===== config.mk =====
export PLATFORM = sky130hd
export DESIGN_NAME = lsu_store_top
export DESIGN_NICKNAME = d
export VERILOG_FILES = /design/src/logic/lsu_types_pkg.sv /design/src/logic/bus_pkg.sv /design/src/logic/load_forward_unit.sv /design/src/logic/store_agen.sv /design/src/logic/store_queue.sv /design/src/logic/store_drain_wb.sv /design/src/logic/lsu_store_top.sv
export VERILOG_INCLUDE_DIRS = /design/src /design/src/logic
export SDC_FILE = /design/constraint.sdc
export NUM_CORES = 1
export LEC_CHECK = 0
export BUFFER_PORTS_ARGS = -buffer_cell sky130_fd_sc_hd__buf_2
export CAP_MARGIN = 40
export CORE_MARGIN = 3
export CORE_UTILIZATION = 40
export DETAILED_ROUTE_END_ITERATION = 7
export GPL_TIMING_DRIVEN = 0
export PLACE_DENSITY = 0.6
export SLEW_MARGIN = 15
export SYNTH_ARGS = -nofsm -noshare
export SYNTH_HDL_FRONTEND = slang
export SYNTH_SLANG_ARGS = --single-unit

===== constraint.sdc =====
create_clock -name clk -period 9.55 [get_ports clk]
set_input_delay 0.955 -clock clk [delete_from_list [all_inputs] [get_ports clk]]
set_output_delay 0.955 -clock clk [all_outputs]
set_load 0.005 [all_outputs]

===== src/logic/lsu_defs.svh =====
`ifndef LSU_DEFS_SVH
`define LSU_DEFS_SVH

// store queue geometry
`define SQ_DEPTH 8
// log2 of the queue depth
`define SQ_IDX_W 3

// reorder buffer index bits
// the id carries one more wrap bit on top
`define ROB_IDX_W 5

// core word and bus width
// address and data share it
`define LSU_WORD_W 32

`endif


===== src/logic/lsu_types_pkg.sv =====
`default_nettype none

`include "lsu_defs.svh"

package lsu_types_pkg;

   // rob id with wrap bit on top
   typedef logic [`ROB_IDX_W:0] robid_t;
   typedef logic [`LSU_WORD_W-1:0] addr_t;
   typedef logic [`LSU_WORD_W-1:0] data_t;
   typedef logic [`SQ_IDX_W-1:0] sq_idx_t;
   // free slots, saturates at 2
   typedef logic [1:0] sq_space_t;

   // store as it leaves dispatch
   typedef struct packed {
      logic   valid;
      robid_t robid;
      addr_t  base;
      addr_t  offset;
      data_t  data;
   } store_req_t;

   // store with its effective address
   typedef struct packed {
      logic   valid;
      robid_t robid;
      addr_t  addr;
      data_t  data;
   } store_entry_t;

   // one reorder buffer retire port
   typedef struct packed {
      logic   valid;
      robid_t robid;
   } retire_t;

   // true when a is strictly younger than b
   // differing wrap bits flip the index compare
   function automatic logic rob_younger(robid_t a, robid_t b);
      return (a[`ROB_IDX_W] ^ b[`ROB_IDX_W]) ^ (a[`ROB_IDX_W-1:0] > b[`ROB_IDX_W-1:0]);
   endfunction

endpackage

`default_nettype wire


===== src/logic/bus_pkg.sv =====
`default_nettype none

`include "lsu_defs.svh"

package bus_pkg;

   typedef logic [`LSU_WORD_W-1:0] wb_adr_t;
   typedef logic [`LSU_WORD_W-1:0] wb_dat_t;

   // wishbone classic master outputs, write only
   typedef struct packed {
      logic    cyc;
      logic    stb;
      logic    we;
      wb_adr_t adr;
      wb_dat_t dat_w;
   } wb_req_t;

   // slave response, no err or rty
   typedef struct packed {
      logic    ack;
      wb_dat_t dat_r;
   } wb_rsp_t;

   // drain master states
   typedef enum logic {
      DRAIN_IDLE,
      DRAIN_BUS
   } drain_state_t;

endpackage

`default_nettype wire


===== src/logic/load_forward_unit.sv =====
`timescale 1ns/1ps
`default_nettype none

`include "lsu_defs.svh"

module load_forward_unit (
   input  wire logic [`SQ_DEPTH-1:0]    match,
   input  wire lsu_types_pkg::sq_idx_t  alloc_ptr,
   output logic                         hit,
   output lsu_types_pkg::sq_idx_t       hit_index
);

   // walk down from the newest slot, first hit is the youngest store
   // k = SQ_DEPTH lands on alloc_ptr itself, the oldest when full
   always_comb begin
      lsu_types_pkg::sq_idx_t idx;
      hit       = 1'b0;
      hit_index = '0;
      for (int k = 1; k <= `SQ_DEPTH; k++) begin
         // index wraps in its own width
         idx = alloc_ptr - lsu_types_pkg::sq_idx_t'(k);
         if (!hit && match[idx]) begin
            hit       = 1'b1;
            hit_index = idx;
         end
      end
   end

endmodule

`default_nettype wire


===== src/logic/store_agen.sv =====
`timescale 1ns/1ps
`default_nettype none

module store_agen (
   input  wire logic                       clk,
   input  wire logic                       reset_n,
   input  wire lsu_types_pkg::store_req_t  req,
   input  wire logic                       flush_valid,
   input  wire lsu_types_pkg::robid_t      flush_robid,
   output lsu_types_pkg::store_entry_t     entry
);

   // effective address, full word only
   lsu_types_pkg::addr_t eff_addr;
   // stage register, payload kept apart from valid
   logic                 stage_valid;
   lsu_types_pkg::robid_t stage_robid;
   lsu_types_pkg::addr_t  stage_addr;
   lsu_types_pkg::data_t  stage_data;
   logic                 req_killed;

   assign eff_addr = req.base + req.offset;

   // store dispatched in the flush cycle but younger than the flush id
   assign req_killed = flush_valid && lsu_types_pkg::rob_younger(req.robid, flush_robid);

   always_ff @(posedge clk) begin
      if (!reset_n) begin
         stage_valid <= 1'b0;
      end else begin
         stage_valid <= req.valid && !req_killed;
      end
   end

   // payload only loads on a live request
   always_ff @(posedge clk) begin
      if (req.valid) begin
         stage_robid <= req.robid;
         stage_addr  <= eff_addr;
         stage_data  <= req.data;
      end
   end

   // held entry is squashed by the queue if a flush hits it next
   assign entry = '{valid: stage_valid, robid: stage_robid,
                    addr: stage_addr, data: stage_data};

endmodule

`default_nettype wire


===== src/logic/store_queue.sv =====
`timescale 1ns/1ps
`default_nettype none

`include "lsu_defs.svh"

module store_queue (
   input  wire logic                         clk,
   input  wire logic                         reset_n,
   input  wire lsu_types_pkg::store_entry_t  in_entry,
   input  wire lsu_types_pkg::retire_t       retire0,
   input  wire lsu_types_pkg::retire_t       retire1,
   input  wire logic                         flush_valid,
   input  wire lsu_types_pkg::robid_t        flush_robid,
   input  wire lsu_types_pkg::addr_t         load_addr,
   output logic                              fwd_valid,
   output lsu_types_pkg::data_t              fwd_data,
   output lsu_types_pkg::sq_space_t          sq_space,
   output lsu_types_pkg::store_entry_t       drain_entry,
   input  wire logic                         take
);

   // occupancy count, one bit wider than the index
   typedef logic [`SQ_IDX_W:0] sq_cnt_t;

   // per-entry payload, no reset
   lsu_types_pkg::robid_t sq_robid [`SQ_DEPTH];
   lsu_types_pkg::addr_t  sq_addr  [`SQ_DEPTH];
   lsu_types_pkg::data_t  sq_data  [`SQ_DEPTH];
   // control flags
   logic [`SQ_DEPTH-1:0]  sq_valid;
   logic [`SQ_DEPTH-1:0]  sq_commit;
   logic [`SQ_DEPTH-1:0]  sq_valid_nxt;
   logic [`SQ_DEPTH-1:0]  sq_commit_nxt;
   lsu_types_pkg::sq_idx_t alloc_ptr;
   lsu_types_pkg::sq_idx_t tail_ptr;
   lsu_types_pkg::sq_idx_t tail_nxt;
   sq_cnt_t               occ_now;
   sq_cnt_t               occ_nxt;
   sq_cnt_t               free_slots;
   logic                  in_kill;
   logic                  in_retired;
   logic                  do_alloc;
   logic [`SQ_DEPTH-1:0]  load_match;
   lsu_types_pkg::sq_idx_t fwd_index;

   // id matches either live retire port
   function automatic logic retire_hit(lsu_types_pkg::robid_t id,
                                       lsu_types_pkg::retire_t r0,
                                       lsu_types_pkg::retire_t r1);
      return (r0.valid && (r0.robid == id)) || (r1.valid && (r1.robid == id));
   endfunction

   // incoming entry from the address stage
   assign in_kill    = flush_valid && lsu_types_pkg::rob_younger(in_entry.robid, flush_robid);
   assign in_retired = retire_hit(in_entry.robid, retire0, retire1);
   assign do_alloc   = in_entry.valid && !in_kill;

   always_comb begin
      sq_valid_nxt  = sq_valid;
      sq_commit_nxt = sq_commit;
      tail_nxt      = tail_ptr;
      for (int i = 0; i < `SQ_DEPTH; i++) begin
         // retire marks commit
         if (sq_valid[i] && retire_hit(sq_robid[i], retire0, retire1)) begin
            sq_commit_nxt[i] = 1'b1;
         end
         // flush squashes younger, not yet committed
         if (flush_valid && sq_valid[i] && !sq_commit[i] &&
             lsu_types_pkg::rob_younger(sq_robid[i], flush_robid)) begin
            sq_valid_nxt[i] = 1'b0;
         end
      end
      // tail handed to the drain master
      if (take) begin
         sq_valid_nxt[tail_ptr]  = 1'b0;
         sq_commit_nxt[tail_ptr] = 1'b0;
         tail_nxt                = tail_ptr + 1'b1;
      end
      if (do_alloc) begin
         sq_valid_nxt[alloc_ptr]  = 1'b1;
         sq_commit_nxt[alloc_ptr] = in_retired;
      end
   end

   // entries have no holes, so alloc = tail + count
   always_comb begin
      occ_now = '0;
      occ_nxt = '0;
      for (int i = 0; i < `SQ_DEPTH; i++) begin
         occ_now = occ_now + sq_cnt_t'(sq_valid[i]);
         occ_nxt = occ_nxt + sq_cnt_t'(sq_valid_nxt[i]);
      end
   end

   always_ff @(posedge clk) begin
      if (!reset_n) begin
         sq_valid  <= '0;
         sq_commit <= '0;
         alloc_ptr <= '0;
         tail_ptr  <= '0;
      end else begin
         sq_valid  <= sq_valid_nxt;
         sq_commit <= sq_commit_nxt;
         tail_ptr  <= tail_nxt;
         alloc_ptr <= tail_nxt + occ_nxt[`SQ_IDX_W-1:0];
      end
   end

   always_ff @(posedge clk) begin
      if (do_alloc) begin
         sq_robid[alloc_ptr] <= in_entry.robid;
         sq_addr[alloc_ptr]  <= in_entry.addr;
         sq_data[alloc_ptr]  <= in_entry.data;
      end
   end

   // stage entry counts against space so nothing in flight is lost
   assign free_slots = sq_cnt_t'(`SQ_DEPTH) - occ_now - sq_cnt_t'(in_entry.valid);
   assign sq_space   = (free_slots >= sq_cnt_t'(2)) ? 2'd2 : free_slots[1:0];

   // drain offer, only once retired
   assign drain_entry = '{valid: sq_valid[tail_ptr] && sq_commit[tail_ptr],
                          robid: sq_robid[tail_ptr],
                          addr:  sq_addr[tail_ptr],
                          data:  sq_data[tail_ptr]};

   // address compare against every resident entry
   always_comb begin
      for (int i = 0; i < `SQ_DEPTH; i++) begin
         load_match[i] = sq_valid[i] && (sq_addr[i] == load_addr);
      end
   end

   load_forward_unit u_fwd_pick (
      .match     (load_match),
      .alloc_ptr (alloc_ptr),
      .hit       (fwd_valid),
      .hit_index (fwd_index)
   );

   assign fwd_data = sq_data[fwd_index];

endmodule

`default_nettype wire


===== src/logic/store_drain_wb.sv =====
`timescale 1ns/1ps
`default_nettype none

module store_drain_wb (
   input  wire logic                         clk,
   input  wire logic                         reset_n,
   input  wire lsu_types_pkg::store_entry_t  drain_entry,
   output logic                              take,
   output bus_pkg::wb_req_t                  wb_req,
   input  wire bus_pkg::wb_rsp_t             wb_rsp
);

   bus_pkg::drain_state_t state;
   // store held for the whole bus cycle
   bus_pkg::wb_adr_t      hold_adr;
   bus_pkg::wb_dat_t      hold_dat;

   // accept only when idle, never on the ack edge
   assign take = (state == bus_pkg::DRAIN_IDLE) && drain_entry.valid;

   always_ff @(posedge clk) begin
      if (!reset_n) begin
         state <= bus_pkg::DRAIN_IDLE;
      end else begin
         case (state)
            bus_pkg::DRAIN_IDLE: begin
               if (take) begin
                  state <= bus_pkg::DRAIN_BUS;
               end
            end
            bus_pkg::DRAIN_BUS: begin
               // one write per cycle, ends at ack
               if (wb_rsp.ack) begin
                  state <= bus_pkg::DRAIN_IDLE;
               end
            end
            default: state <= bus_pkg::DRAIN_IDLE;
         endcase
      end
   end

   always_ff @(posedge clk) begin
      if (take) begin
         hold_adr <= drain_entry.addr;
         hold_dat <= drain_entry.data;
      end
   end

   // cyc, stb and we follow the state
   always_comb begin
      wb_req.cyc   = (state == bus_pkg::DRAIN_BUS);
      wb_req.stb   = (state == bus_pkg::DRAIN_BUS);
      wb_req.we    = (state == bus_pkg::DRAIN_BUS);
      wb_req.adr   = hold_adr;
      wb_req.dat_w = hold_dat;
   end

endmodule

`default_nettype wire


===== src/logic/lsu_store_top.sv =====
`timescale 1ns/1ps
`default_nettype none

module lsu_store_top (
   input  wire logic                         clk,
   input  wire logic                         reset_n,
   // dispatch
   input  wire lsu_types_pkg::store_req_t    req,
   // retire ports
   input  wire lsu_types_pkg::retire_t       retire0,
   input  wire lsu_types_pkg::retire_t       retire1,
   // flush
   input  wire logic                         flush_valid,
   input  wire lsu_types_pkg::robid_t        flush_robid,
   // load forwarding
   input  wire lsu_types_pkg::addr_t         load_addr,
   output logic                              fwd_valid,
   output lsu_types_pkg::data_t              fwd_data,
   output lsu_types_pkg::sq_space_t          sq_space,
   // wishbone master
   output bus_pkg::wb_req_t                  wb_req,
   input  wire bus_pkg::wb_rsp_t             wb_rsp
);

   // address stage to queue
   lsu_types_pkg::store_entry_t agen_entry;
   // queue tail to drain master
   lsu_types_pkg::store_entry_t drain_entry;
   logic                        take;

   store_agen u_agen (
      .clk         (clk),
      .reset_n     (reset_n),
      .req         (req),
      .flush_valid (flush_valid),
      .flush_robid (flush_robid),
      .entry       (agen_entry)
   );

   store_queue u_sq (
      .clk         (clk),
      .reset_n     (reset_n),
      .in_entry    (agen_entry),
      .retire0     (retire0),
      .retire1     (retire1),
      .flush_valid (flush_valid),
      .flush_robid (flush_robid),
      .load_addr   (load_addr),
      .fwd_valid   (fwd_valid),
      .fwd_data    (fwd_data),
      .sq_space    (sq_space),
      .drain_entry (drain_entry),
      .take        (take)
   );

   store_drain_wb u_drain (
      .clk         (clk),
      .reset_n     (reset_n),
      .drain_entry (drain_entry),
      .take        (take),
      .wb_req      (wb_req),
      .wb_rsp      (wb_rsp)
   );

endmodule

`default_nettype wire


======== Word level (Yosys, flattened, before mapping) ========
Memories as Yosys holds them, arrays and structs flattened. A register that Yosys moved wholly into a read port is not among the register bits.
Cells that the tools add are included.
operators by class
  add/subtract/negate cells ............... 26
  $lt $le $gt $ge ......................... 22
  eq/ne operators ......................... 26
  multiplexer cells ....................... 68
  bitwise gates (word level) .............. 25
  reduce and logical (&&, ||, !) cells .... 99
operator list
  operator                                              count
  == test 32 bit                                        8
  == test 6 bit                                         18
  logical AND 1 bit                                     73
  > comparator 5 bit                                    10
  two-way mux 1 bit                                     40
  < comparator 3 x 4 -> 1 bit (second input constant)   9
  adder 32 bit                                          1
  two-way mux 8 bit                                     4
  binary-select mux 1 bit (select 3 bit)                10
  two-way mux 3 bit                                     9
  adder 4 x 1 -> 4 bit                                  6
  bitwise XOR 1 bit                                     20
  adder 3 x 1 -> 3 bit                                  6
  logical NOT 1 bit                                     17
  AND 8 bit                                             2
  subtractor 3 bit (second input constant)              4
  logical OR 1 bit                                      9
  bitwise mux 8 bit                                     1
  NOT 8 bit                                             1
  OR 8 bit                                              1
  demux 1 bit (select 3 bit)                            2
  >= comparator 3 x 1 -> 1 bit (second input constant)  2
  subtractor 3 x 2 -> 3 bit (second input constant)     2
  adder 1 x 1 -> 2 bit                                  2
  other kinds (9)                                       9
storage, ports and cells
  register bits ........................... 94
  memory bits (writable) .................. 560
  input port bits ......................... 191
  output and inout port bits .............. 102
  logic and storage cells ................. 278
  memories ................................ 3
memories
  name           depth  width  rd ports  clocked after Yosys merged registers in  write ports  RTL line           text
  u_sq.sq_addr   8      32     9         1                                        1            store_queue.sv:27  lsu_types_pkg::addr_t sq_addr [`SQ_DEPTH];
  u_sq.sq_data   8      32     2         1                                        1            store_queue.sv:28  lsu_types_pkg::data_t sq_data [`SQ_DEPTH];
  u_sq.sq_robid  8      6      8         0                                        1            store_queue.sv:26  lsu_types_pkg::robid_t sq_robid [`SQ_DEPTH];

======== Logic depth before layout (Yosys ltp) ========
An unclocked memory read counts as a cell.
  word-level depth ........................ 28
  gate-level depth with buffers ........... 26
  mapped depth without buffers ............ 26

======== By module ========
From an unflattened synthesis, not the netlist that was laid out.
second synthesis, totals
  cell total of the unflattened synthesis .. 2299
  area total of the unflattened synthesis .. 36926.7 µm²
modules (own cells, without submodules)
  module             instances  cells an instance  area each (µm²)
  store_queue        1          1776               29916.2
  store_agen         1          344                4063.9
  store_drain_wb     1          71                 1984.4
  load_forward_unit  1          108                962.2

======== Worst setup path before layout ========
Ideal clock, no wire load.
  path kind ............................... input -> register
  from .................................... in flush_robid[1]
  to ...................................... reg u_sq.alloc_ptr[2]
  library setup time ...................... 0.115 ns
  arrival time ............................ 7.053 ns
  setup slack ............................. 2.382 ns
  stages on the path ...................... 24
  buffers on the path ..................... 0
  cell sequence ........................... inv_1 -> ha_1 -> nor2b_1 -> o21a_1 -> o21ai_0 -> nand2b_1 -> a21oi_1 -> a31oi_1 -> xnor2_1 -> nand2_1 -> and3_1 -> and2_1 -> a31oi_1 -> fa_1 -> fa_1 -> fa_1 -> inv_1 -> ha_1 -> inv_1 -> fa_1 -> xnor2_1 -> xnor2_1 -> xnor2_1 -> and2_1
on the way
  cells in the longest elaborated chain, start to end .. 16
  elaborated cells on any way between the ends .. 49
  those cells by class .................... 8 x add/sub; 9 x order compare; 10 x mux; 11 x bitwise; 11 x reduce/logical
RTL lines
  item                               RTL line             text
  from (decl)                        lsu_store_top.sv:14  input wire lsu_types_pkg::robid_t flush_robid,
  > comparator 5 bit                 lsu_types_pkg.sv:41  return (a[`ROB_IDX_W] ^ b[`ROB_IDX_W]) ^ (a[`ROB_IDX_W-1:0] > b[`ROB_IDX_W-1:0]);
  bitwise XOR 1 bit                  lsu_types_pkg.sv:41
  logical AND 1 bit                  store_queue.sv:68    if (flush_valid && sq_valid[i] && !sq_commit[i] &&
  two-way mux 1 bit                  store_queue.sv:68
  AND 8 bit (no line)                -
  two-way mux 8 bit                  store_queue.sv:74    if (take) begin
  OR 8 bit (no line)                 -
  two-way mux 8 bit *                store_queue.sv:79    if (do_alloc) begin
  adder 1 x 1 -> 2 bit               store_queue.sv:91    occ_nxt = occ_nxt + sq_cnt_t'(sq_valid_nxt[i]);
  adder 3 x 1 -> 3 bit (5 in a row)  store_queue.sv:91
  adder 3 x 1 -> 3 bit *             store_queue.sv:91
  adder 3 bit *                      store_queue.sv:105   alloc_ptr <= tail_nxt + occ_nxt[`SQ_IDX_W-1:0];
  to (signal assigned)               store_queue.sv:105
  to (decl)                          store_queue.sv:34    lsu_types_pkg::sq_idx_t alloc_ptr;
Every way passes the cells marked *; elsewhere a longest branch is shown, timed or not.
A chain may end at the register's enable or synchronous reset.

======== Worst setup path after layout ========
  from .................................... reg u_sq.alloc_ptr[1]
  to ...................................... out fwd_data[27]
on the way
  cells in the longest elaborated chain, start to end .. 26
  elaborated cells on any way between the ends .. 53
  those cells by class .................... 7 x add/sub; 31 x mux; 14 x reduce/logical; 1 x memory
RTL lines
  item                                     RTL line                 text
  subtractor 3 x 1 -> 3 bit                load_forward_unit.sv:21  idx = alloc_ptr - lsu_types_pkg::sq_idx_t'(k);
  binary-select mux 1 bit (select 3 bit)   load_forward_unit.sv:22  if (!hit && match[idx]) begin
  two-way mux 1 bit (implied by the code)  load_forward_unit.sv:22
  two-way mux 1 bit                        load_forward_unit.sv:22
  logical NOT 1 bit                        load_forward_unit.sv:22
  logical AND 1 bit                        load_forward_unit.sv:22
  two-way mux 1 bit                        load_forward_unit.sv:22
  logical NOT 1 bit                        load_forward_unit.sv:22
  (+10 left out)                           -
  two-way mux 1 bit                        load_forward_unit.sv:22
  logical NOT 1 bit                        load_forward_unit.sv:22
  logical AND 1 bit                        load_forward_unit.sv:22
  two-way mux 1 bit                        load_forward_unit.sv:22
  logical NOT 1 bit                        load_forward_unit.sv:22
  logical AND 1 bit                        load_forward_unit.sv:22
  two-way mux 3 bit *                      load_forward_unit.sv:22
  memory (8 x 32 bit) *                    -
  to (decl)                                lsu_store_top.sv:18      output lsu_types_pkg::data_t fwd_data,
Every way passes the cells marked *; elsewhere a longest branch is shown, timed or not. The select of a mux whose other input is x is not followed.

==> impl_metrics.json <==
{
  "post_cts_buffers": 0,
  "synth_ff_type": "edfxtp_1",
  "path_max_fanout": 12,
  "ys_types": 98,
  "initialDrtViolationCount": 2449,
  "timing.rr.end": "u_sq.alloc_ptr[2]",
  "slew_headroom": 0.3129,
  "yosys_warnings": 0,
  "syn_avg_cell_area_um2": 14.77,
  "synthTopCellsByCount": "edfxtp_1 (694), xnor2_1 (262), mux2i_1 (217)",
  "start_util": 0.4074,
  "ctsResizeCount": 0,
  "worstSkewPairLatency_ns": 0.64,
  "grt_pass1_vias": 25166,
  "p_leak_nw": 15.68,
  "cts_tree": "yes",
  "finalSetupViolCount": 0,
  "cp.arrival_ns": 6.02,
  "antenna_found_initial": 5,
  "fmax_ghz": 0.1435,
  "min_path_cells": 1,
  "routedWlPerCell_um": 30.32,
  "power_mw": 7.681,
  "grt_max_degree": 46,
  "cp-start-kind": "flop",
  "drc": 0,
  "htreeDepth": 3,
  "endpoint_kind": "primary output",
  "overflow": 0,
  "pwr_density_cell_mw_per_mm2": 172.8,
  "crit_type": "reg2out",
  "grt_pass1_wl_um": 182900,
  "cts_buffers": 81,
  "fp.coreArea_mm2": 0.09417,
  "dp_hpwl_um": 96640,
  "rrSetupSlack_ns": 3.35,
  "synth_edf_count": 694,
  "ant_nets": 0,
  "cap_violations": 0,
  "ys_seq_area_frac": 0.5558,
  "max-clock-path-buffers": 3,
  "synthCells": 2598,
  "clk_pin_slew_ns": 0.06,
  "r2r_start": "u_sq.tail_ptr[1]",
  "synthMostInstantiatedCell": "edfxtp_1",
  "grt_usage": 0.2565,
  "cts_hold_buf": 0,
  "synth-async-reset-ratio": 0,
  "final_area_mm2": 0.04446,
  "drive_gt1_frac": 0.2413,
  "dieHeight_um": 315.7,
  "io_pins": 293,
  "area_growth_pct": 15.90,
  "port_buffers": 214,
  "r2r_cells": 24,
  "finalWirelength_um": 129300,
  "crit_path_end": "fwd_data[27]",
  "min_period_ns": 6.971,
  "fp.dieW_um": 315.7,
  "synth_area_leader_cell": "edfxtp_1",
  "ir_drop_v": 0.0001189,
  "synth_top_area_share": 0.5432,
  "fin_skew_ns": 0.01795,
  "dr.pass1.iters": 6,
  "outcome": "completed",
  "synth_area_leaders": "edfxtp_1 (54%), mux4_2 (7.9%), xnor2_1 (6.0%)",
  "syn_area_mm2": 0.03836,
  "min_period_over_period": 0.7299,
  "routabilityCongestion": 0.9477,
  "slew_violations": 0,
  "nets": 3244,
  "rsz0062_at_grt": "false",
  "hold_path_class": "in2reg",
  "tightest_slew_ns": 1.021,
  "rows": 112,
  "synth_nets": 2898,
  "synth_seq_cells": 718,
  "place_area_mm2": 0.04179,
  "critPathRequiredTime_ns": 8.60,
  "dr_total_vias": 24724,
  "cts.sinks": 718,
  "die_area_mm2": 0.09966,
  "root_buffer": "clkbuf_16",
  "cp-startpoint": "u_sq.alloc_ptr[1]",
  "hold_viol_final": 0,
  "via_per_inst": 5.797
}
critical path, stage by stage, from the launching register on:
cell,delay (ns)
dfxtp_1,0.44
clkbuf_8,0.24
clkinv_1,0.30
clkbuf_1,0.44
ha_1,0.42
clkbuf_1,0.30
inv_1,0.25
o211ai_1,0.24
nand3_1,0.29
or4_4,0.63
o41ai_2,0.50
buf_6,0.28
buf_6,0.24
mux2i_1,0.24
mux2i_1,0.10
mux2_2,0.31
buf_2,0.14
layout by cell type, fill, tap and decap left out, types with 9 or more instances in the layout:
| cell | n |
|---|---|
| nor2_1 | 55 |
| a31oi_1 | 17 |
| mux2i_1 | 217 |
| buf_12 | 13 |
| buf_8 | 10 |
| nand4_1 | 86 |
| edfxtp_1 | 694 |
| dfxtp_1 | 24 |
| nor2b_1 | 31 |
| xnor2_1 | 262 |
| clkbuf_16 | 82 |
| clkinv_1 | 19 |
| fa_1 | 9 |
| inv_1 | 56 |
| buf_16 | 13 |
| mux4_2 | 134 |
| buf_6 | 45 |
| nand2_1 | 71 |
| clkbuf_1 | 70 |
| buf_4 | 21 |
| nor4_1 | 45 |
| mux2_2 | 107 |
| buf_2 | 223 |
| a21boi_0 | 12 |
| nand2b_1 | 25 |
| nor3_1 | 23 |
| xor2_1 | 152 |
| and3_1 | 21 |
| o21a_1 | 21 |
| o21ai_0 | 37 |
| or4_1 | 15 |
| clkinv_2 | 11 |
| a21oi_1 | 51 |
| nand3_1 | 37 |
| ha_1 | 100 |
| buf_1 | 13 |
| a21o_1 | 11 |
| or3_1 | 12 |
logic make-up after synthesis:
logic type / count (synthesis) / share of synthesized area
AOI/OAI and AO/OA: 230 / 0.04181
muxes: 461 / 0.1686
and+or+nand+nor: 471 / 0.07035
xor gates and xnor gates: 416 / 0.09537
DFF: 718 / 0.5558
buffers and inverters: 193 / 0.03085
adders and majority gates: 109 / 0.03731
layout make-up:
cell class,count,area (um^2)
diodes,2,5.005
flip-flops and latches,718,21320
well taps,1254,1569
clock inverters,47,474.2
multi-input cells,1687,15870
fillers,8163,49710
repair buffers,263,1897
inverters,61,239.0
clock buffers,101,2123
plain buffers,132,959.7
routing by layer:
layer / up-vias / GRT usage / wire length, um
met5: - / 0 / 20
met4: 2 / 0.07058 / 3466
met3: 187 / 0.03271 / 7480
met2: 927 / 0.4378 / 63770
met1: 12829 / 0.3457 / 54600
li1: 10779 / - / -
report_power, final:
part           internal (mW)  switching [mW]  leakage [nW]
logic                  0.385           0.525          7.91
registers               3.59           0.102          6.50
clock network           1.80            1.28          1.27
worst min path at each step:
stage | start | end | slack, ns
floorplan | u_agen.stage_addr[0] | u_sq.sq_addr[0][0] | 0.53
global placement | u_agen.stage_data[3] | u_sq.sq_data[0][3] | 0.55
detailed placement | u_agen.stage_data[1] | u_sq.sq_data[2][1] | 0.57
CTS | req[12] | u_agen.stage_data[12] | 0.44
global route | req[12] | u_agen.stage_data[12] | 0.47
finish | req[12] | u_agen.stage_data[12] | 0.49
flip-flops by register name (all words and copies together) (netlist names):
signal,count
u_sq.sq_addr,256
u_sq.sq_data,256
u_sq.sq_robid,48
u_agen.stage_addr,32
u_agen.stage_data,32
u_drain.hold_adr,32
u_drain.hold_dat,32
u_sq.sq_commit,8
u_sq.sq_valid,8
u_agen.stage_robid,6
u_sq.alloc_ptr,3
u_sq.tail_ptr,3
u_agen.stage_valid,1
u_drain.state,1
through the flow:
step | std cells | worst slack (ns) | TNS (ns) | hold slack [ns] | util
4_1_cts | 4257 | 2.590 | 0 | 0.4448 | 0.4714
3_5_place_dp | 4109 | 2.609 | 0 | 0.5727 | 0.4438
2_1_floorplan | 2598 | 2.382 | 0 | 0.5280 | -
5_1_grt | 4264 | 2.253 | 0 | 0.4662 | 0.4721
3_3_place_gp | 4066 | -0.9467 | -1.634 | 0.5466 | 0.4354
6_report | 4265 | 2.579 | 0 | 0.4949 | 0.4721
(Power assumes the default switching activity.)
